--- config.mk ---
export PLATFORM = sky130hd
export DESIGN_NAME = bram_bank
export DESIGN_NICKNAME = d
export VERILOG_FILES = /design/src/hw/bram_pkg.sv /design/src/hw/bram_bank.sv
export VERILOG_INCLUDE_DIRS = /design/src /design/src/hw
export SDC_FILE = /design/constraint.sdc
export NUM_CORES = 2
export LEC_CHECK = 0
export BUFFER_PORTS_ARGS = -buffer_cell sky130_fd_sc_hd__buf_2
export CORE_ASPECT_RATIO = 1.1
export CORE_UTILIZATION = 45
export DETAILED_ROUTE_END_ITERATION = 6
export SLEW_MARGIN = 10
export SYNTH_ARGS = -nofsm -noshare
export SYNTH_HDL_FRONTEND = slang
export SYNTH_SLANG_ARGS = --single-unit
--- constraint.sdc ---
create_clock -name clk_i -period 2.3 [get_ports clk_i]
set_clock_uncertainty 0.1 [all_clocks]
set_input_delay 0 -clock clk_i [delete_from_list [all_inputs] [get_ports clk_i]]
set_output_delay 0 -clock clk_i [all_outputs]
set_load 0.05 [all_outputs]
--- src/hw/bram_macros.svh ---
`ifndef BRAM_MACROS_SVH
`define BRAM_MACROS_SVH

// host side word and bank side datum widths
`define BRAM_IN_WIDTH   32
`define BRAM_OUT_WIDTH  16

// bank geometry, bank count is a power of two
`define BRAM_BANKS      4
`define BRAM_OUT_DEPTH  256

// data per host word, power of two and no more than the bank count
`define BRAM_LANES      (`BRAM_IN_WIDTH / `BRAM_OUT_WIDTH)

`define BRAM_OUT_ADDR   $clog2(`BRAM_OUT_DEPTH)   // bank address bits
`define BRAM_BANK_BITS  $clog2(`BRAM_BANKS)       // bank select bits
// word address bits, total data over lanes per word
`define BRAM_IN_ADDR    $clog2((`BRAM_BANKS * `BRAM_OUT_DEPTH) / `BRAM_LANES)

// one write enable per byte
`define BRAM_IN_WE      (`BRAM_IN_WIDTH / 8)
`define BRAM_OUT_WE     (`BRAM_OUT_WIDTH / 8)

`endif

--- src/hw/bram_pkg.sv ---
`include "bram_macros.svh"

package bram_pkg;

  // data carried on each side of the translator
  typedef logic [`BRAM_IN_WIDTH-1:0]  word_t;   // host word
  typedef logic [`BRAM_OUT_WIDTH-1:0] datum_t;  // one bank entry

  // addressing
  typedef logic [`BRAM_IN_ADDR-1:0]   waddr_t;     // host word address
  typedef logic [`BRAM_OUT_ADDR-1:0]  baddr_t;     // address inside a bank
  typedef logic [`BRAM_BANK_BITS-1:0] bank_idx_t;  // which bank

  // byte enables, word wide and datum wide
  typedef logic [`BRAM_IN_WE-1:0]     wbe_t;
  typedef logic [`BRAM_OUT_WE-1:0]    dbe_t;

  typedef logic [`BRAM_BANKS-1:0]     bank_en_t;   // one bit per bank

  // port controller sequence, one command per pass
  typedef enum logic [1:0] {
    ST_IDLE   = 2'd0,  // waiting for a strobe
    ST_ACCESS = 2'd1,  // banks enabled for this cycle
    ST_RESP   = 2'd2   // read data valid, done pulsed
  } ctrl_state_t;

endpackage

--- src/hw/bram_bank.sv ---
`timescale 1ns/100ps
`include "bram_macros.svh"

// single bank of block RAM, byte writable, one cycle read latency
module bram_bank
  import bram_pkg::*;
(
  input  logic   clk_i,
  input  logic   en_i,     // bank selected this cycle
  input  dbe_t   we_i,     // per byte write enables
  input  baddr_t addr_i,
  input  datum_t wdata_i,
  output datum_t rdata_o   // registered, holds between accesses
);

  datum_t mem [`BRAM_OUT_DEPTH];  // storage, no reset like real BRAM
  datum_t rdata_q;

  // read returns old contents when the same address is written
  always_ff @(posedge clk_i) begin
    if (en_i) begin
      rdata_q <= mem[addr_i];  // sampled before the byte writes land
      for (int k = 0; k < `BRAM_OUT_WE; k++) begin
        if (we_i[k]) begin
          mem[addr_i][k*8 +: 8] <= wdata_i[k*8 +: 8];
        end
      end
    end
  end

  assign rdata_o = rdata_q;

endmodule

==> results.yml <==
outcome:
  outcome: "finished, violations left"
  violations: "setup timing"
pwr:
  static_leakage_nw: 60.2
  power_per_cell_area_nw_per_um2: 826
  ir_worst_vdd_mv: 0.724
synth:
  ys_top_cells_by_area: "sky130_fd_sc_hd__edfxtp_1 79%, sky130_fd_sc_hd__mux4_2 15%, sky130_fd_sc_hd__a22oi_1 2.5%, sky130_fd_sc_hd__nor2_1 1.2%, sky130_fd_sc_hd__a21oi_1 0.82%"
  synth_top_family_by_area: "multiplexers"
  syn-cell-area_um2: 157000
  synthMuxAreaShare: 0.147
  ys_warn_count: 0
  post_synth_and_or_nand_nor_area_fraction: 0.0155
  synthXorXnorAreaFrac: 0
  synth_adder_area_share: 0
  postSynthNetCount: 7064
  syn_area_per_cell_um2: 22.3
  postSynthCellCount: 7036
  yosys.cell_types.count: 20
  synth.largest_area_cell: "sky130_fd_sc_hd__edfxtp_1"
  compound_gate_fraction_of_synth_area: 0.0367
  postSynthRegisterBits: 4112
  seq_area_frac_synth: 0.787
  synth_largest_type_area_fraction: 0.787
grt:
  grt_max_degree: 93
  grt_antenna_before_repair: 17
  globalRouteOverflowTotal: 0
  grt_pass1_wl_um: 588000
  grt_usage: 0.232
  via_count_of_the_first_global_routing_pass: 81400
timing:
  hold_viol_final: 0
  post-route-worst-setup-slack_ps: -242
  grt_setup_unrepaired: "true"
  post-route-min-period_ps: 2540
  final_setup_violations: 15
  timing.slew.headroom: 0.248
  timing.hold.ws_ps: 28.9
  timing_max_transition_violations_final: 0
  achievable-frequency_mhz: 393
  transition_time_at_the_pin_with_the_least_slew_margin_ps: 1130
  final.period_utilization: 1.11
route:
  drc_violation_count_after_routing: 0
  postRouteAntennaNets: 0
  drt_pass1_iterations: 6
  detail_route.wirelength_um: 407000
  routed-via-count: 79500
  detail_route.iter0.violations: 9148
  detail_route.vias_per_cell: 5.97
  routed_wire_length_per_instance_um: 30.6
clock_tree:
  cts.reportedPaths.clkPinSlew_ps: 60
  cts.root.buffer_cell: "sky130_fd_sc_hd__clkbuf_16"
  cts.sinks: 4112
  clockBufferDepth: 4
  cts_htree_levels: 5
  tritoncts.num_buffers: 393
  worst_skew_pair.late_latency_ps: 920
  tritoncts: "built"
place:
  numPortBuffers: 43
  placed_area_um2: 174000
  gpl_wtd_cong: 0.845
  dp.cells: 12600
  post-dp-hpwl_um: 260000
  place_worst_setup_slack_ps: -1460
hold_path:
  hold_class: "input port to register"
floorplan:
  fp.dieArea_um2: 351000
  pin_count: 44
  effective_utilization_at_floorplan: 0.452
  placeableCoreArea_um2: 347000
  die_width_um: 565
  die-height_um: 621
  floorplan_row_count: 227
finish:
  finish.cell_count_without_fillers: 13300
  area_occupied_by_registers_um2: 123000
  num-nets-final: 8434
  post-route-util: 0.543
  syn2layout_area_growth_pct: 20.2
  area_occupied_by_multi_input_gates_um2: 33100
  fillerInstances: 26100
  design_area_um2: 189000
  layout_cells_sized_above_1: 0.379
worst_setup_path:
  crit_path_end_kind: "register"
  crit_path_category: "register to register"
  critical_path_peak_fanout: 1
  critical_path.startpoint_type: "register"
  crit_arrival_ps: 3080
  cp_data_required_time_ps: 2840
job:
  cap_violations: 0
==> flip-flops by register name, indices dropped and copies added (netlist names) <==
signal and cells:
mem 4096, rdata_o 16
==> area by class of cell <==
class,instances,share of cell area
sequential,4112,0.655
multi-input combinational,2468,0.176
timing repair buffer,1431,0.0718
clock buffer,476,0.0546
tap,4580,0.0304
clock inverter,245,0.0129
antenna,6,0.0000796
==> cell usage after synthesis, drive strengths merged <==
library cell / count
buf: 185
a21oi: 256
o41ai: 64
clkbuf: 271
a22oi: 512
nand4: 24
nand2b: 2
or2: 1
and2: 4
nand3: 32
nand2: 25
edfxtp: 4112
nor2b: 8
nor2: 516
mux4: 1024
==> repair_timing <==
item / CTS / global route
gates resized for setup: 241 / 57
hold buffers: 28 / 0
endpoints found under the hold margin: 4646 / 0
endpoints found under the setup margin: 16 / 47
buffers inserted: 0 / 0
pin swaps: 86 / 33
==> per-stage QoR <==
step	TNS, ps	total power, mW
final	-1940	156
after global routing	-2630	160
after CTS	-1710	157
after detailed placement	-123460	92.4
after global placement	-129010	92.3
after floorplan	-2020	87.9
==> path summary, 6_finish.rpt <==
kind                              startpoint     endpoint  slack, ps  cells after the start
worst max register to register  mem[143][15]  rdata_o[15]       -240                      7
worst max-delay path            mem[143][15]  rdata_o[15]       -240                      7
worst min-delay path              wdata_i[1]  mem[208][1]         30                      2
worst min register to register   mem[199][7]   rdata_o[7]       1020                      5
==> cells in the final DEF, fill, tap and decap left out, types with 5 or more instances in the layout <==
cell | Yosys | layout
sky130_fd_sc_hd__edfxtp_1 | 4112 | 4112
sky130_fd_sc_hd__buf_4 | 32 | 1147
sky130_fd_sc_hd__mux4_2 | 1024 | 1024
sky130_fd_sc_hd__nor2_1 | 516 | 514
sky130_fd_sc_hd__clkbuf_16 | 0 | 400
sky130_fd_sc_hd__a22oi_1 | 512 | 383
sky130_fd_sc_hd__buf_12 | 0 | 213
sky130_fd_sc_hd__a21oi_1 | 256 | 169
sky130_fd_sc_hd__a22oi_2 | 0 | 129
sky130_fd_sc_hd__clkinv_1 | 0 | 83
sky130_fd_sc_hd__clkinv_2 | 0 | 77
sky130_fd_sc_hd__a21oi_2 | 0 | 76
sky130_fd_sc_hd__clkbuf_1 | 271 | 76
sky130_fd_sc_hd__bufinv_16 | 0 | 46
sky130_fd_sc_hd__o41ai_2 | 10 | 38
sky130_fd_sc_hd__dlygate4sd3_1 | 0 | 26
sky130_fd_sc_hd__buf_2 | 61 | 25
sky130_fd_sc_hd__nand4_1 | 24 | 24
sky130_fd_sc_hd__o41ai_4 | 0 | 21
sky130_fd_sc_hd__nand3_1 | 32 | 16
sky130_fd_sc_hd__nand3_2 | 0 | 16
sky130_fd_sc_hd__clkinvlp_4 | 0 | 15
sky130_fd_sc_hd__buf_8 | 0 | 13
sky130_fd_sc_hd__nand2_2 | 0 | 12
sky130_fd_sc_hd__nand2_1 | 25 | 12
sky130_fd_sc_hd__a21oi_4 | 0 | 11
sky130_fd_sc_hd__inv_6 | 0 | 11
sky130_fd_sc_hd__clkinv_4 | 0 | 8
sky130_fd_sc_hd__diode_2 | 0 | 6
sky130_fd_sc_hd__o41ai_1 | 54 | 5
sky130_fd_sc_hd__clkinv_8 | 0 | 5
==> logic make-up (layout without fill, tap and decap cells) <==
family                 count (synthesis)  after routing
muxes                               1024           1024
AOI/OAI and AO/OA                    832            832
DFF                                 4112           4112
buffers and inverters                456           2152
and+or+nand+nor                      612            612
other                                  0              6
==> routing by layer <==
metal | track usage | share of wire
met3 | 0.0329 | 0.076
met4 | 0.0548 | 0.025
met1 | 0.332 | 0.41
met5 | 0 | 0.000098
met2 | 0.378 | 0.49
==> where the power goes <==
group	switching [mW]	total [mW]	internal, mW
Clock	27.5	64.6	37.0
Combinational	5.15	8.53	3.38
Sequential	0.104	82.6	82.5
==> worst max-delay path: stages, from the launching register on <==
cell and delay (ps):
sky130_fd_sc_hd__edfxtp_1 350, sky130_fd_sc_hd__mux4_2 500, sky130_fd_sc_hd__a22oi_2 180, sky130_fd_sc_hd__buf_4 150, sky130_fd_sc_hd__a21oi_4 70, sky130_fd_sc_hd__o41ai_4 630, sky130_fd_sc_hd__buf_4 210, sky130_fd_sc_hd__nand4_1 70
No activity file was read; power rests on OpenSTA's default activity.
