**src/hw/bram_macros.svh**
```systemverilog
`ifndef BRAM_MACROS_SVH
`define BRAM_MACROS_SVH

// host side word and bank side datum widths
`define BRAM_IN_WIDTH   32
`define BRAM_OUT_WIDTH  16

// bank geometry, bank count is a power of two
`define BRAM_BANKS      4
`define BRAM_OUT_DEPTH  256

// data per host word, power of two and no more than the bank count
`define BRAM_LANES      (`BRAM_IN_WIDTH / `BRAM_OUT_WIDTH)

`define BRAM_OUT_ADDR   $clog2(`BRAM_OUT_DEPTH)   // bank address bits
`define BRAM_BANK_BITS  $clog2(`BRAM_BANKS)       // bank select bits
// word address bits, total data over lanes per word
`define BRAM_IN_ADDR    $clog2((`BRAM_BANKS * `BRAM_OUT_DEPTH) / `BRAM_LANES)

// one write enable per byte
`define BRAM_IN_WE      (`BRAM_IN_WIDTH / 8)
`define BRAM_OUT_WE     (`BRAM_OUT_WIDTH / 8)

`endif

```
**src/hw/bram_pkg.sv**
```systemverilog
`include "bram_macros.svh"

package bram_pkg;

  // data carried on each side of the translator
  typedef logic [`BRAM_IN_WIDTH-1:0]  word_t;   // host word
  typedef logic [`BRAM_OUT_WIDTH-1:0] datum_t;  // one bank entry

  // addressing
  typedef logic [`BRAM_IN_ADDR-1:0]   waddr_t;     // host word address
  typedef logic [`BRAM_OUT_ADDR-1:0]  baddr_t;     // address inside a bank
  typedef logic [`BRAM_BANK_BITS-1:0] bank_idx_t;  // which bank

  // byte enables, word wide and datum wide
  typedef logic [`BRAM_IN_WE-1:0]     wbe_t;
  typedef logic [`BRAM_OUT_WE-1:0]    dbe_t;

  typedef logic [`BRAM_BANKS-1:0]     bank_en_t;   // one bit per bank

  // port controller sequence, one command per pass
  typedef enum logic [1:0] {
    ST_IDLE   = 2'd0,  // waiting for a strobe
    ST_ACCESS = 2'd1,  // banks enabled for this cycle
    ST_RESP   = 2'd2   // read data valid, done pulsed
  } ctrl_state_t;

endpackage

```
**src/hw/bram_port_ctrl.sv**
```systemverilog
`timescale 1ns/100ps

// single command port controller
// idle -> access (banks enabled) -> resp (done pulsed) -> idle
module bram_port_ctrl
  import bram_pkg::*;
(
  input  logic   clk_i,
  input  logic   rst_i,

  // host side
  input  logic   cmd_valid_i,  // one cycle strobe, dropped while busy
  input  logic   cmd_write_i,
  input  waddr_t cmd_addr_i,
  input  word_t  cmd_wdata_i,
  input  wbe_t   cmd_be_i,
  output logic   busy_o,
  output logic   done_o,
  output word_t  rdata_o,

  // memory side, toward the translator
  output logic   mem_en_o,
  output wbe_t   mem_we_o,
  output waddr_t mem_addr_o,
  output word_t  mem_wdata_o,
  input  word_t  mem_rdata_i
);

  ctrl_state_t state_q, state_d;
  logic        accept;

  // held command
  logic        write_q;
  waddr_t      addr_q;
  word_t       wdata_q;
  wbe_t        be_q;

  assign accept = cmd_valid_i && (state_q == ST_IDLE);

  always_comb begin
    state_d = state_q;
    unique case (state_q)
      ST_IDLE:   if (accept) state_d = ST_ACCESS;
      ST_ACCESS: state_d = ST_RESP;    // banks sample at the end of this cycle
      ST_RESP:   state_d = ST_IDLE;
      default:   state_d = ST_IDLE;
    endcase
  end

  always_ff @(posedge clk_i) begin
    if (rst_i) begin
      state_q <= ST_IDLE;
    end else begin
      state_q <= state_d;
    end
  end

  // command capture, address stays put through resp for the read mux
  always_ff @(posedge clk_i) begin
    if (accept) begin
      write_q <= cmd_write_i;
      addr_q  <= cmd_addr_i;
      wdata_q <= cmd_wdata_i;
      be_q    <= cmd_be_i;
    end
  end

  assign busy_o   = (state_q != ST_IDLE);
  assign done_o   = (state_q == ST_RESP);
  assign mem_en_o = (state_q == ST_ACCESS);
  // reads go out with all enables low
  assign mem_we_o    = (mem_en_o && write_q) ? be_q : '0;
  assign mem_addr_o  = addr_q;
  assign mem_wdata_o = wdata_q;
  assign rdata_o     = mem_rdata_i;  // meaningful only with done after a read

endmodule

```
**config.mk**
```make
export PLATFORM = sky130hd
export DESIGN_NAME = bram_port_ctrl
export DESIGN_NICKNAME = d
export VERILOG_FILES = /design/src/hw/bram_pkg.sv /design/src/hw/bram_port_ctrl.sv
export VERILOG_INCLUDE_DIRS = /design/src /design/src/hw
export SDC_FILE = /design/constraint.sdc
export NUM_CORES = 1
export LEC_CHECK = 0
export ABC_AREA = 1
export BUFFER_PORTS_ARGS = -buffer_cell sky130_fd_sc_hd__clkbuf_2
export CAP_MARGIN = 30
export CELL_PAD_IN_SITES_DETAIL_PLACEMENT = 1
export CELL_PAD_IN_SITES_GLOBAL_PLACEMENT = 2
export CORE_MARGIN = 1
export CORE_UTILIZATION = 22
export CTS_CLUSTER_DIAMETER = 30
export DETAILED_ROUTE_END_ITERATION = 10
export GPL_TIMING_DRIVEN = 0
export PLACE_DENSITY_LB_ADDON = 0.3
export SYNTH_ARGS = -nofsm -noshare
export SYNTH_HDL_FRONTEND = slang
export SYNTH_SLANG_ARGS = --single-unit
```
**constraint.sdc**
```tcl
create_clock -name clk_i -period 5.51 [get_ports clk_i]
set_input_delay 1.102 -clock clk_i [delete_from_list [all_inputs] [get_ports clk_i]]
set_output_delay 1.102 -clock clk_i [all_outputs]
set_load 0.02 [all_outputs]
```
==> results.txt <==
The actual slew at the worst max-slew pin came out at 0.379 ns. The time the final worst path needs with I/O delays and setup is 2.46 ns. The number of buffers inserted by hold repair at cts is 0.

The post-cts sizing count is 0. The cell leakage power is 1.27 nW. The category of cells accounting for the largest share of critical-path delay is buffers and inverters. The count of nets after finishing came out at 316. The part of the total power dissipated in the clock network is 28.6%. The fraction of power consumed by combinational cells came out at 16.0%. The layout overhead on the synthesized area came out at 50.8%.

Sequential cells were found to cover 81.3% of the synthesized design area. The via total after detailed routing came out at 1237. The endpoint of the worst hold path is state_q[1]. The peak ir drop on the vdd network came out at 0.0858 mV. Entering global routing, the biggest net connects 31 pins. The worst max-slew margin expressed relative to the limit is 74.7%.

In the final timing run, aggregate negative setup slack is 0 ns. The count of nets left with antenna violations after detail routing is 0. The net switching power came out at 0.000190 W.

The via count of the first global-routing pass came out at 1207. The net count of the mapped netlist came out at 180. In the final routed layout, each cell accounts on average for 12.1 um. The number of ports placed on the die boundary came out at 161. The final clock period utilization by the worst path came out at 44.7%.

The biggest fanout along the worst timing path came out at 1. The full die area came out at 0.00831 sq mm. The signal on the critical path passes through buf_4, clkbuf_2. The total wire length came out at 4.09 mm. The largest total area in the synthesized netlist belongs to sky130_fd_sc_hd__edfxtp_1. The number of CTS-inserted buffers came out at 5. The worst setup path is captured at a primary output. The max-slew violation count came to 0.

TritonCTS built the clock tree. The number of buffers and inverters on the critical path is 2. The synthesized area per cell is 17.7 sq um.

The cell area reported after detailed placement is 0.00254 sq mm. The die outline width is 91.1 um. The cell sitting at the root of the clock tree is a sky130_fd_sc_hd__clkbuf_8. Ranked by total cell area, the synthesized netlist is headed by sky130_fd_sc_hd__edfxtp_1, sky130_fd_sc_hd__buf_4, sky130_fd_sc_hd__dfxtp_1, sky130_fd_sc_hd__inv_1, sky130_fd_sc_hd__nor2_1. By startpoint and endpoint, the worst setup path is classified as primary input to primary output. The maximum clock frequency came out at 406 MHz.

The number of setup violations in the final report is 0. Counting along the longest clock path gives a buffer depth of 2. The clock transition at the registers of the reported paths came out at 0.08 ns. In this run the power density over the cells is 297 mW/mm^2. The delay of the slowest cell on the worst path came out at 0.15 ns. The total overflow reported by the global router is 0. In this run the tool buffered the top-level ports with 128 buffer cells. The floorplan row count came out at 32.

The post-route DRC violation count came out at 0. The wire length of the first global-routing pass came out at 6.29 mm. The switching part of the total came out at 24.3%. Routability-driven placement finished with a final weighted congestion of 0.634. The number of different library cells used by synthesis comes to 9. The total number of cells along the worst setup path is 2. The worst hold path stage count is 1. The iteration-0 DRC count of the detailed router is 54. The run finished with clean final reports. The total internal power is 0.000592 W. The first-pass iteration count of the detailed router came out at 3.

The synthesized design contains 48 register bits. The worst setup path is launched from a primary input. For the worst-skew pair, the clock arrives at the later sink with an insertion delay of 0.29 ns.

Summing all non-filler instances in the final layout gives an area of 0.00264 sq mm. In this run the critical register-to-register path is captured at mem_wdata_o[8]. The count of yosys warnings during synthesis is 0.

The layout filler cell count is 898. The worst-case reg-to-reg path depth is 4. The global routing usage summed across all routing layers came out at 10.1%. The gate count after technology mapping is 99. Setup repair after global routing left no endpoint under its margin.

For flop-to-flop paths, the worst setup slack is 4.05 ns. The number of failing hold endpoints at the final stage came to 0. On the critical path, the stage with the largest delay is an instance of sky130_fd_sc_hd__clkbuf_2.

The fraction of layout cells with a size suffix above 1 is 72.9%. The post-synth design cell area came out at 0.00175 sq mm. The sequential cell fraction of total power came out at 55.4%. The data arrival time of the critical path is 1.36 ns. The post-CTS setup buffer count came out at 0. The launch instance of the worst register-to-register path is state_q[1]. The total inserted antenna cells came out at 0. For this configuration, the core starts out at a cell density of 22.7%. In the layout the commonest cells are sky130_fd_sc_hd__clkbuf_2, sky130_fd_sc_hd__edfxtp_1, sky130_fd_sc_hd__buf_4. The average vias per placed instance came out at 3.66. The critical path data required time is 4.41 ns. The total number of clock tree sinks came out at 48. The initial antenna violation count came to 0. The startpoint of the worst hold path is state_q[1]. In this run the number of H-tree levels came out at 2. The number of max-capacitance violations reported came out at 0. The worst hold path belongs to the class flop to flop. The most common cell after layout, fill and taps aside is sky130_fd_sc_hd__clkbuf_2. The share of Yosys cell area claimed by the top area cell type came out at 79.0%. The placed wire-length estimate after detailed placement came out at 3.35 mm. The placeable core region is 0.00769 sq mm. On the final layout, the worst clock skew is 0.00503 ns. The die height is 91.1 um.
state kept, by name (all words and copies together) (netlist names):
signal / flops
mem_wdata_o: 32
state_q: 2
mem_addr_o: 9
write_q: 1
be_q: 4
area by class of cell:
| cell class | count | area [sq um] | share of cell area [%] |
|---|---|---|---|
| multi-input combinational | 11 | 56.3 | 2.14 |
| timing repair buffer | 129 | 661 | 25.1 |
| clock buffer | 8 | 100 | 3.80 |
| inverter | 8 | 30.0 | 1.14 |
| tap | 102 | 128 | 4.84 |
| sequential | 48 | 1420 | 53.9 |
| buffer | 32 | 240 | 9.11 |
synth_stat cells, drive strengths merged:
cell type,number
buf,32
nand3,1
nor3,1
dfxtp,2
edfxtp,46
nor2,8
nand2,1
inv,8
through the flow:
step                      total power (W)  utilization [%]  setup WS [ns]  std cells  hold WS (ns)
after floorplan                  0.000515                -           3.05         99         0.468
after global placement           0.000566             32.7           2.53        329         0.492
after detailed placement         0.000570             33.0           3.04        330         0.492
after CTS                        0.000796             34.3           3.04        338         0.508
after global routing             0.000821             34.3           3.04        338         0.529
final                            0.000782             34.3           3.05        338         0.510
how the worst max path moves through the flow:
stage               startpoint               to  slack (ns)
2_1_floorplan      cmd_valid_i          be_q[0]        3.05
3_3_place_gp       cmd_valid_i  mem_wdata_o[13]        2.53
3_5_place_dp   mem_rdata_i[31]      rdata_o[31]        3.04
4_1_cts        mem_rdata_i[31]      rdata_o[31]        3.04
5_1_grt        mem_rdata_i[31]      rdata_o[31]        3.04
6_report       mem_rdata_i[31]      rdata_o[31]        3.05
logic make-up (layout without fill, tap and decap cells):
kind of cell           Yosys count  in the layout  synth area share [%]
flip-flops                      48             48                  81.3
AND/OR/NAND/NOR                 11             11                  3.22
buffers and inverters           40            177                  15.5
power groups by stage:
stage | combinational (W) | clock [W] | sequential (W)
final | 0.000125 | 0.000224 | 0.000433
after global routing | 0.000134 | 0.000251 | 0.000436
after CTS | 0.000128 | 0.000234 | 0.000434
after detailed placement | 0.000127 | 0 | 0.000442
after global placement | 0.000124 | 0 | 0.000442
after floorplan | 0.0000476 | 0 | 0.000468
layer usage:
metal	track usage, %	routed length, um	up-vias	share of wire, %
li1	-	-	576	-
met1	11.8	1600	564	39
met2	16.4	1980	93	48
met3	4.77	473	4	12
met4	3.17	36	0	0.88
met5	0	0	-	0
Note: power is estimated with default switching activity, not from simulation.
