## src/hw/bram_macros.svh

```systemverilog
`ifndef BRAM_MACROS_SVH
`define BRAM_MACROS_SVH

// host side word and bank side datum widths
`define BRAM_IN_WIDTH   32
`define BRAM_OUT_WIDTH  16

// bank geometry, bank count is a power of two
`define BRAM_BANKS      4
`define BRAM_OUT_DEPTH  256

// data per host word, power of two and no more than the bank count
`define BRAM_LANES      (`BRAM_IN_WIDTH / `BRAM_OUT_WIDTH)

`define BRAM_OUT_ADDR   $clog2(`BRAM_OUT_DEPTH)   // bank address bits
`define BRAM_BANK_BITS  $clog2(`BRAM_BANKS)       // bank select bits
// word address bits, total data over lanes per word
`define BRAM_IN_ADDR    $clog2((`BRAM_BANKS * `BRAM_OUT_DEPTH) / `BRAM_LANES)

// one write enable per byte
`define BRAM_IN_WE      (`BRAM_IN_WIDTH / 8)
`define BRAM_OUT_WE     (`BRAM_OUT_WIDTH / 8)

`endif

```

## src/hw/bram_pkg.sv

```systemverilog
`include "bram_macros.svh"

package bram_pkg;

  // data carried on each side of the translator
  typedef logic [`BRAM_IN_WIDTH-1:0]  word_t;   // host word
  typedef logic [`BRAM_OUT_WIDTH-1:0] datum_t;  // one bank entry

  // addressing
  typedef logic [`BRAM_IN_ADDR-1:0]   waddr_t;     // host word address
  typedef logic [`BRAM_OUT_ADDR-1:0]  baddr_t;     // address inside a bank
  typedef logic [`BRAM_BANK_BITS-1:0] bank_idx_t;  // which bank

  // byte enables, word wide and datum wide
  typedef logic [`BRAM_IN_WE-1:0]     wbe_t;
  typedef logic [`BRAM_OUT_WE-1:0]    dbe_t;

  typedef logic [`BRAM_BANKS-1:0]     bank_en_t;   // one bit per bank

  // port controller sequence, one command per pass
  typedef enum logic [1:0] {
    ST_IDLE   = 2'd0,  // waiting for a strobe
    ST_ACCESS = 2'd1,  // banks enabled for this cycle
    ST_RESP   = 2'd2   // read data valid, done pulsed
  } ctrl_state_t;

endpackage

```

## src/hw/bram_intrf_translator.sv

```systemverilog
`timescale 1ns/100ps
`include "bram_macros.svh"

// splits a word wide port into per bank ports and gathers read data back
// lane 0 sits at the lsb end of the word
module bram_intrf_translator
  import bram_pkg::*;
(
  // word side
  input  logic   en_i,
  input  wbe_t   we_i,
  input  waddr_t addr_i,
  input  word_t  wrdata_i,
  output word_t  rddata_o,

  // bank side, bank b occupies slice b of each vector
  output bank_en_t                                  en_o,
  output logic [`BRAM_BANKS*`BRAM_OUT_WE-1:0]       we_o,
  output logic [`BRAM_BANKS*`BRAM_OUT_ADDR-1:0]     addr_o,
  output logic [`BRAM_BANKS*`BRAM_OUT_WIDTH-1:0]    wrdata_o,
  input  logic [`BRAM_BANKS*`BRAM_OUT_WIDTH-1:0]    rddata_i
);

  localparam int LANES = `BRAM_LANES;
  localparam int DW    = `BRAM_OUT_WIDTH;
  localparam int BW    = `BRAM_OUT_WE;
  localparam int AW    = `BRAM_OUT_ADDR;
  localparam int KW    = `BRAM_BANK_BITS;
  // datum index covers every entry of every bank
  localparam int IDX_W = KW + AW;

  logic [IDX_W-1:0] lane_idx   [LANES];  // word address * lanes + lane
  bank_idx_t        lane_bank  [LANES];  // low index bits
  baddr_t           lane_baddr [LANES];  // high index bits
  bank_en_t         lane_mask  [LANES];  // one hot bank select per lane
  datum_t           lane_wdata [LANES];
  dbe_t             lane_we    [LANES];
  bank_en_t         en_or;

  // per lane index, bank and bank address
  always_comb begin
    for (int l = 0; l < LANES; l++) begin
      lane_idx[l]   = IDX_W'(addr_i) * IDX_W'(LANES) + IDX_W'(l);
      lane_bank[l]  = lane_idx[l][KW-1:0];
      lane_baddr[l] = lane_idx[l][KW +: AW];
      lane_mask[l]  = '0;
      lane_mask[l][lane_bank[l]] = 1'b1;
    end
  end

  // a bank is enabled if any lane lands on it
  always_comb begin
    en_or = '0;
    for (int l = 0; l < LANES; l++) begin
      en_or = en_or | lane_mask[l];
    end
  end

  assign en_o = en_i ? en_or : '0;  // nothing selected outside an access

  for (genvar l = 0; l < LANES; l++) begin : g_lane
    assign lane_wdata[l] = wrdata_i[l*DW +: DW];  // word slice for this lane
    assign lane_we[l]    = we_i[l*BW +: BW];
    // pull the datum back from whichever bank this lane hit
    assign rddata_o[l*DW +: DW] = rddata_i[lane_bank[l]*DW +: DW];
  end

  // bank b always serves lane b mod lanes, lanes and banks being powers of two
  for (genvar b = 0; b < `BRAM_BANKS; b++) begin : g_bank_route
    assign addr_o[b*AW +: AW]   = lane_baddr[b % LANES];
    assign wrdata_o[b*DW +: DW] = lane_wdata[b % LANES];
    assign we_o[b*BW +: BW]     = lane_we[b % LANES];
  end

endmodule

```

## config.mk

```make
export PLATFORM = sky130hd
export DESIGN_NAME = bram_intrf_translator
export DESIGN_NICKNAME = d
export VERILOG_FILES = /design/src/hw/bram_pkg.sv /design/src/hw/bram_intrf_translator.sv
export VERILOG_INCLUDE_DIRS = /design/src /design/src/hw
export SDC_FILE = /design/constraint.sdc
export NUM_CORES = 1
export LEC_CHECK = 0
export BUFFER_PORTS_ARGS = -buffer_cell sky130_fd_sc_hd__buf_2
export CAP_MARGIN = 10
export CELL_PAD_IN_SITES_DETAIL_PLACEMENT = 0
export CELL_PAD_IN_SITES_GLOBAL_PLACEMENT = 2
export CORE_ASPECT_RATIO = 0.8
export CORE_UTILIZATION = 11
export DETAILED_ROUTE_END_ITERATION = 10
export PLACE_DENSITY_LB_ADDON = 0.1
export SLEW_MARGIN = 10
export SYNTH_ARGS = -nofsm -noshare
export SYNTH_HDL_FRONTEND = slang
export SYNTH_SLANG_ARGS = --single-unit
```

## constraint.sdc

```tcl
create_clock -name vclk -period 0.8
set_input_delay 0.04 -clock vclk [all_inputs]
set_output_delay 0.04 -clock vclk [all_outputs]
set_load 0.01 [all_outputs]
```

==> flow_metrics.py, run 1 <==
metrics = {
    "run_status": {
        "status": "complete, but fails checks",
        "violations": "design-rule violations",
    },
    "setup_path": {
        "end_kind": "output pin",
        "critical_path_class": "in -> out",
        "cp-start-kind": "primary input",
        "crit_required_ps": 760,
        "cp.arrival_ps": 760,
        "critPathMaxFanout": 10,
        "crit_path_start": "addr_i[0]",
    },
    "route": {
        "first_pass_iters": 7,
        "drc_errors": 12,
        "vias": 794,
        "via_per_inst": 2.75,
        "ant_nets": 0,
        "wire_per_inst_um": 13.1,
        "wl_um": 3780,
        "drtIter0Drc": 34,
    },
    "floorplanning": {
        "dieArea_um2": 12600,
        "die_w_um": 125,
        "row_count": 35,
        "start_util": 0.115,
        "core_um2": 11700,
        "chipHeight_um": 101,
        "boundaryPins": 250,
    },
    "timing": {
        "worst_pin_slew_ps": 139,
        "rsz0062_at_grt": "true",
        "max_slew_margin": 0.907,
        "fmax_mhz": 1260,
        "post-route-period-util": 0.994,
        "setup_tns_ps": 0,
        "hold_viol_final": 0,
        "slew_viol_final": 0,
        "timing.final.crit_period_ps": 795,
        "fin_ws_ps": 4.88,
        "finalSetupViolations": 0,
    },
    "synth": {
        "synth.area.mux_share": 0.347,
        "ys_top_cells_by_area": "buf_4 59%, mux2_4 31%, mux2_2 3.4%",
        "synthSimpleGateAreaFrac": 0.00934,
        "synth_seq_area_share": 0,
        "ys_types": 8,
        "synth_top_area_share": 0.594,
        "synth.largest_area_cell": "buf_4",
        "synth_fa_ha_area_frac": 0,
        "synthCells": 144,
        "ys_warn_count": 0,
        "synthesis.area_um2": 1340,
        "synth_area_per_cell_um2": 9.31,
        "syn_nets": 254,
        "synthXorXnorAreaFrac": 0,
        "synth_top_family_by_area": "buffers and inverters",
        "synth_compound_area_frac": 0,
    },
    "final_layout": {
        "seqCellArea_um2": 0,
        "layout.cells.most_common": "buf_2",
        "layout.nets": 253,
        "n_sequential_cell": 0,
        "multiInputGateArea_um2": 495,
        "diodes": 0,
        "final_area_um2": 1530,
        "clkbuf_count": 0,
        "layout-drive-gt1-share": 0.993,
        "mostFrequentLayoutCells": "70 x buf_2, 32 x mux2_4, 31 x buf_6",
        "syn2layout_area_growth_pct": 14.2,
        "nFillCells": 1322,
    },
    "worst_hold_path": {
        "min-delay-start": "we_i[3]",
        "min_path_type": "in -> out",
    },
    "clock_tree": {
        "cts_hold_buf": 0,
    },
    "pwr": {
        "peakVddDrop_uv": 190,
        "internal-power_uw": 603,
        "seq_power_share": 0,
        "clockPowerShare": 0,
        "power.switching_uw": 309,
        "comb_power_share": 1.000,
        "powerDensity_nw_per_um2": 596,
        "leakagePower_uw": 0.000804,
        "switching_share": 0.339,
    },
    "global_routing": {
        "grt_max_degree": 11,
        "grt_pass1_wl_um": 5240,
        "grt_overflow": 0,
        "first_global_vias": 874,
        "track_usage": 0.0537,
        "antenna_found_initial": 1,
    },
    "run": {
        "max_cap_violations": 0,
    },
    "placement": {
        "gp_congestion": 0.659,
        "place_ws_ps": -100,
        "dp_hpwl_um": 3150,
        "place_area_um2": 1210,
        "port_buffers": 102,
    },
}
==> per-layer routing <==
layer	track usage	share of wire
met2	0.0872	0.46
met1	0.0607	0.38
met3	0.0292	0.14
met4	0.0159	0.0077
met5	0	0.0045
==> what timing repair did <==
action / 4_1_cts / 5_1_grt
setup buffers: 0 / 0
pin swaps: 0 / 0
gates cloned: 3 / 0
resized for setup: 34 / 17
endpoints found under the setup margin: 34 / 26
==> critical path: stages <==
cell	delay (ps)
buf_16	130
buf_16	150
mux2_4	300
buf_6	120
==> synth_stat cells <==
master   count
and2_1       1
buf_6        1
buf_4      106
buf_8        1
mux2_2       4
buf_12       2
mux2_4      28
nor2b_1      1
==> power groups by stage <==
stage	combinational [µW]	sequential (µW)	clock (µW)
6_report	911	0	0
5_1_grt	975	0	0
4_1_cts	863	0	0
3_5_place_dp	677	0	0
3_3_place_gp	686	0	0
2_1_floorplan	905	0	0
==> final timing paths <==
| kind | end | slack, ps | cells past startpoint |
|---|---|---|---|
| worst max-delay path | rddata_o[2] | 5 | 4 |
| worst min-delay path | we_o[3] | 80 | 0 |
==> area by class of cell <==
type	count	share of cell area
well taps	148	0.121
repair buffers	107	0.555
multi-input cells	34	0.324
==> per-stage QoR <==
step	util	cells	power (µW)	hold WS, ps
after floorplan	-	144	905	172
after global placement	0.104	286	686	80.1
after detailed placement	0.104	286	677	80.1
after CTS	0.124	289	863	80.1
after global routing	0.131	289	975	80.0
final	0.131	289	911	80.0
==> kinds of logic (layout without fill, tap and decap cells) <==
kind of cell | count (synthesis) | after routing
buf+inv | 110 | 107
mux | 32 | 32
simple gates | 2 | 2
No activity file was read; power rests on OpenSTA's default activity.
==> inputs of run 2 (changes only) <==
Settings changed: BUFFER_PORTS_ARGS -buffer_cell sky130_fd_sc_hd__buf_2 to default, CORE_AREA from default to 2 2 96 98, CORE_ASPECT_RATIO 0.8 to default, CORE_UTILIZATION 11 to default, DIE_AREA from default to 0 0 98 100, DONT_BUFFER_PORTS from default to 1.
==> flow_metrics.py, run 2 (synthesis results as in run 1) <==
metrics = {
    "floorplanning": {
        "dieArea_um2": 9800,
        "start_util": 0.151,
        "boundaryPins": 250,
        "core_um2": 8890,
        "die_w_um": 98,
        "chipHeight_um": 100,
        "row_count": 35,
    },
    "final_layout": {
        "diodes": 0,
        "seqCellArea_um2": 0,
        "layout.cells.most_common": "mux2_4",
        "layout-drive-gt1-share": 0.941,
        "multiInputGateArea_um2": 478,
        "n_sequential_cell": 0,
        "nFillCells": 1021,
        "layout.nets": 146,
        "syn2layout_area_growth_pct": -54.0,
        "mostFrequentLayoutCells": "28 x mux2_4, 4 x mux2_2, 1 x nor2b_1, 1 x and2_1",
        "clkbuf_count": 0,
        "fin_cells": 145,
    },
    "global_routing": {
        "track_usage": 0.0365,
        "antenna_found_initial": 0,
        "grt_pass1_wl_um": 2900,
        "grt_max_degree": 35,
        "first_global_vias": 501,
        "grt_overflow": 0,
    },
    "setup_path": {
        "crit_family": "multiplexers",
        "critical-path-max-stage-delay_ps": 340,
        "end_kind": "output pin",
        "critical_path_class": "in -> out",
        "critPathSlowestCell": "mux2_2",
        "path_cells": "mux2_2",
        "cp-start-kind": "primary input",
        "crit_required_ps": 760,
        "critPathMaxFanout": 34,
        "critPathBufInv": 0,
        "cp.arrival_ps": 390,
    },
    "timing": {
        "max_slew_margin": 0.728,
        "hold_ws_ps": 80.0,
        "finalSetupViolations": 0,
        "worst_pin_slew_ps": 408,
        "hold_viol_final": 0,
        "slew_viol_final": 0,
        "setup_tns_ps": 0,
        "post-route-period-util": 0.532,
        "fmax_mhz": 2350,
        "rsz0062_at_grt": "false",
        "timing.final.crit_period_ps": 426,
    },
    "clock_tree": {
        "cts_resized": 0,
        "post-cts-setup-buffers": 0,
        "cts_hold_buf": 0,
    },
    "route": {
        "via_per_inst": 2.67,
        "drc_errors": 0,
        "ant_nets": 0,
        "drtIter0Drc": 19,
        "wl_um": 2330,
        "vias": 387,
        "first_pass_iters": 3,
        "wire_per_inst_um": 16.1,
    },
    "run": {
        "max_cap_violations": 0,
    },
    "worst_hold_path": {
        "min_to": "wrdata_o[1]",
        "hold_depth": 0,
        "min_path_type": "in -> out",
        "min-delay-start": "wrdata_i[1]",
    },
    "placement": {
        "port_buffers": 0,
        "gp_congestion": 0.620,
        "dpl.cell_count": 145,
    },
    "pwr": {
        "comb_power_share": 1.000,
        "clockPowerShare": 0,
        "internal-power_uw": 191,
        "finalPower_uw": 324,
        "power.switching_uw": 133,
        "seq_power_share": 0,
        "powerDensity_nw_per_um2": 525,
        "leakagePower_uw": 0.000250,
        "peakVddDrop_uv": 88.1,
        "switching_share": 0.412,
    },
    "run_status": {
        "status": "finished, final reports clean",
    },
}
-- run 2: cell type report --
cell class	count	area share
multi-input cells	34	0.775
well taps	111	0.225
-- run 2: power groups by stage --
stage	clock [µW]	combinational, µW	sequential, µW
after floorplan	0	905	0
after global placement	0	335	0
after detailed placement	0	328	0
after CTS	0	330	0
after global routing	0	338	0
final	0	324	0
-- run 2: worst max path at each step --
stage | cells past startpoint | end | startpoint | slack (ps)
after floorplan | 4 | en_o[1] | addr_i[0] | 60
after global placement | 1 | en_o[1] | en_i | 370
after detailed placement | 1 | en_o[1] | en_i | 370
after CTS | 1 | en_o[1] | en_i | 370
after global routing | 1 | en_o[1] | en_i | 360
final | 1 | rddata_o[19] | addr_i[0] | 370
-- run 2: per-layer routing --
metal | vias to the layer above | part of all wire | global-route usage
met4 | 0 | 0.033 | 0.0256
met5 | - | 0 | 0
met2 | 75 | 0.51 | 0.0622
li1 | 134 | - | -
met3 | 23 | 0.17 | 0.0174
met1 | 155 | 0.29 | 0.0349
-- run 2: per-stage QoR --
step | util | instance area, µm² | setup WS [ps]
after global placement | 0.0694 | 617 | 365
after detailed placement | 0.0694 | 617 | 366
after CTS | 0.0694 | 617 | 366
after global routing | 0.0694 | 617 | 359
after floorplan | - | 1340 | 58.0
final | 0.0694 | 617 | 374
==> inputs of run 3 (changes only) <==
Settings changed: ABC_AREA from default to 1.
==> flow_metrics.py, run 3 <==
metrics = {
    "global_routing": {
        "grt_pass1_wl_um": 3130,
        "antenna_found_initial": 0,
        "grt_overflow": 0,
        "first_global_vias": 641,
        "track_usage": 0.0387,
        "grt_max_degree": 36,
    },
    "synth": {
        "synth.largest_area_cell": "buf_4",
        "synth_top_area_share": 0.631,
        "ys_warn_count": 0,
        "ys_types": 8,
        "ys_top_cells_by_area": "buf_4 63%, nand2_1 25%, nand2_2 4.9%",
        "yosysMostFrequentCell": "buf_4",
        "synth_seq_area_share": 0,
        "synthCells": 214,
        "synthesis.area_um2": 1280,
        "synthTopCellsByCount": "108 x buf_4, 87 x nand2_1, 10 x nand2_2",
        "synth_area_per_cell_um2": 6.00,
        "syn_nets": 324,
    },
    "route": {
        "wl_um": 2470,
        "vias": 658,
        "wire_per_inst_um": 11.6,
        "drtIter0Drc": 9,
        "first_pass_iters": 4,
        "ant_nets": 0,
        "drc_errors": 0,
        "via_per_inst": 3.10,
    },
    "pwr": {
        "leakagePower_uw": 0.000307,
        "peakVddDrop_uv": 45.7,
        "finalPower_uw": 258,
        "powerDensity_nw_per_um2": 471,
    },
    "floorplanning": {
        "core_um2": 8890,
        "chipHeight_um": 100,
        "row_count": 35,
        "boundaryPins": 250,
        "die_w_um": 98,
        "start_util": 0.145,
        "dieArea_um2": 9800,
    },
    "run_status": {
        "status": "finished, final reports clean",
    },
    "final_layout": {
        "fin_util": 0.0616,
        "final_area_um2": 548,
        "layout.nets": 213,
        "syn2layout_area_growth_pct": -57.4,
        "layout.cells.most_common": "nand2_1",
        "diodes": 0,
        "mostFrequentLayoutCells": "87 x nand2_1, 10 x nand2_2, 2 x inv_1",
        "clkbuf_count": 0,
        "layout-drive-gt1-share": 0.109,
        "n_sequential_cell": 0,
        "seqCellArea_um2": 0,
        "nFillCells": 1053,
    },
    "clock_tree": {
        "post-cts-setup-buffers": 0,
        "cts_hold_buf": 0,
        "cts_resized": 0,
    },
    "timing": {
        "max_slew_margin": 0.724,
        "fin_ws_ps": 289,
        "rsz0062_at_grt": "false",
        "worst_pin_slew_ps": 412,
        "hold_viol_final": 0,
        "finalSetupViolations": 0,
        "setup_tns_ps": 0,
        "fmax_mhz": 1960,
        "slew_viol_final": 0,
        "post-route-period-util": 0.639,
        "timing.final.crit_period_ps": 511,
    },
    "placement": {
        "place_area_um2": 548,
        "dp_hpwl_um": 1990,
        "place_ws_ps": 271,
        "port_buffers": 0,
        "gp_congestion": 0.629,
    },
    "setup_path": {
        "critical_path_class": "in -> out",
        "cp.arrival_ps": 470,
        "critPathMaxFanout": 35,
        "cp-start-kind": "primary input",
        "crit_required_ps": 760,
        "end_kind": "output pin",
    },
    "worst_hold_path": {
        "min_path_type": "in -> out",
    },
    "run": {
        "max_cap_violations": 0,
    },
}
## run 3: cell types whose count changed after synthesis, sizes merged
cell,delta
buf,+3
and2,-1
mux2,-32
nor2b,-1
nand2,+97
inv,+3
nor2,+1
## run 3: metal layers
layer	track usage	vias to the layer above	part of all wire
met1	0.0219	249	0.22
met5	0	-	0
met3	0.0181	21	0.17
met2	0.0854	87	0.56
met4	0.0267	0	0.045
li1	-	301	-
## run 3: path summary, 6_finish.rpt
kind | start | to | cells past startpoint
hold / removal | wrdata_i[24] | wrdata_o[24] | 0
setup / recovery | addr_i[0] | rddata_o[8] | 3
## run 3: metrics by stage
| step | cells | hold WS (ps) |
|---|---|---|
| CTS | 212 | 80.1 |
| global route | 212 | 80.0 |
| global placement | 212 | 80.1 |
| floorplan | 214 | 170 |
| finish | 212 | 80.0 |
| detailed placement | 212 | 80.1 |
## run 3: kinds of logic after synthesis
family / after synthesis / share of synthesized area
buffers and inverters: 116 / 0.694
AND/OR/NAND/NOR: 98 / 0.306
## run 3: critical path: stages
cell and delay (ps):
inv_6 210, nand2_1 90, nand2_1 120
## run 3: area by class of cell
type,count,area [µm²],area share
Multi-Input combinational cell,98,393,0.717
Tap cell,111,139,0.253
Inverter,3,16.3,0.0297
## run 3: where the power goes
part	internal (µW)	leakage [µW]	switching, µW	total, µW
combinational	69.4	0.000307	189	258
sequential	0	0	0	0
clock	0	0	0	0
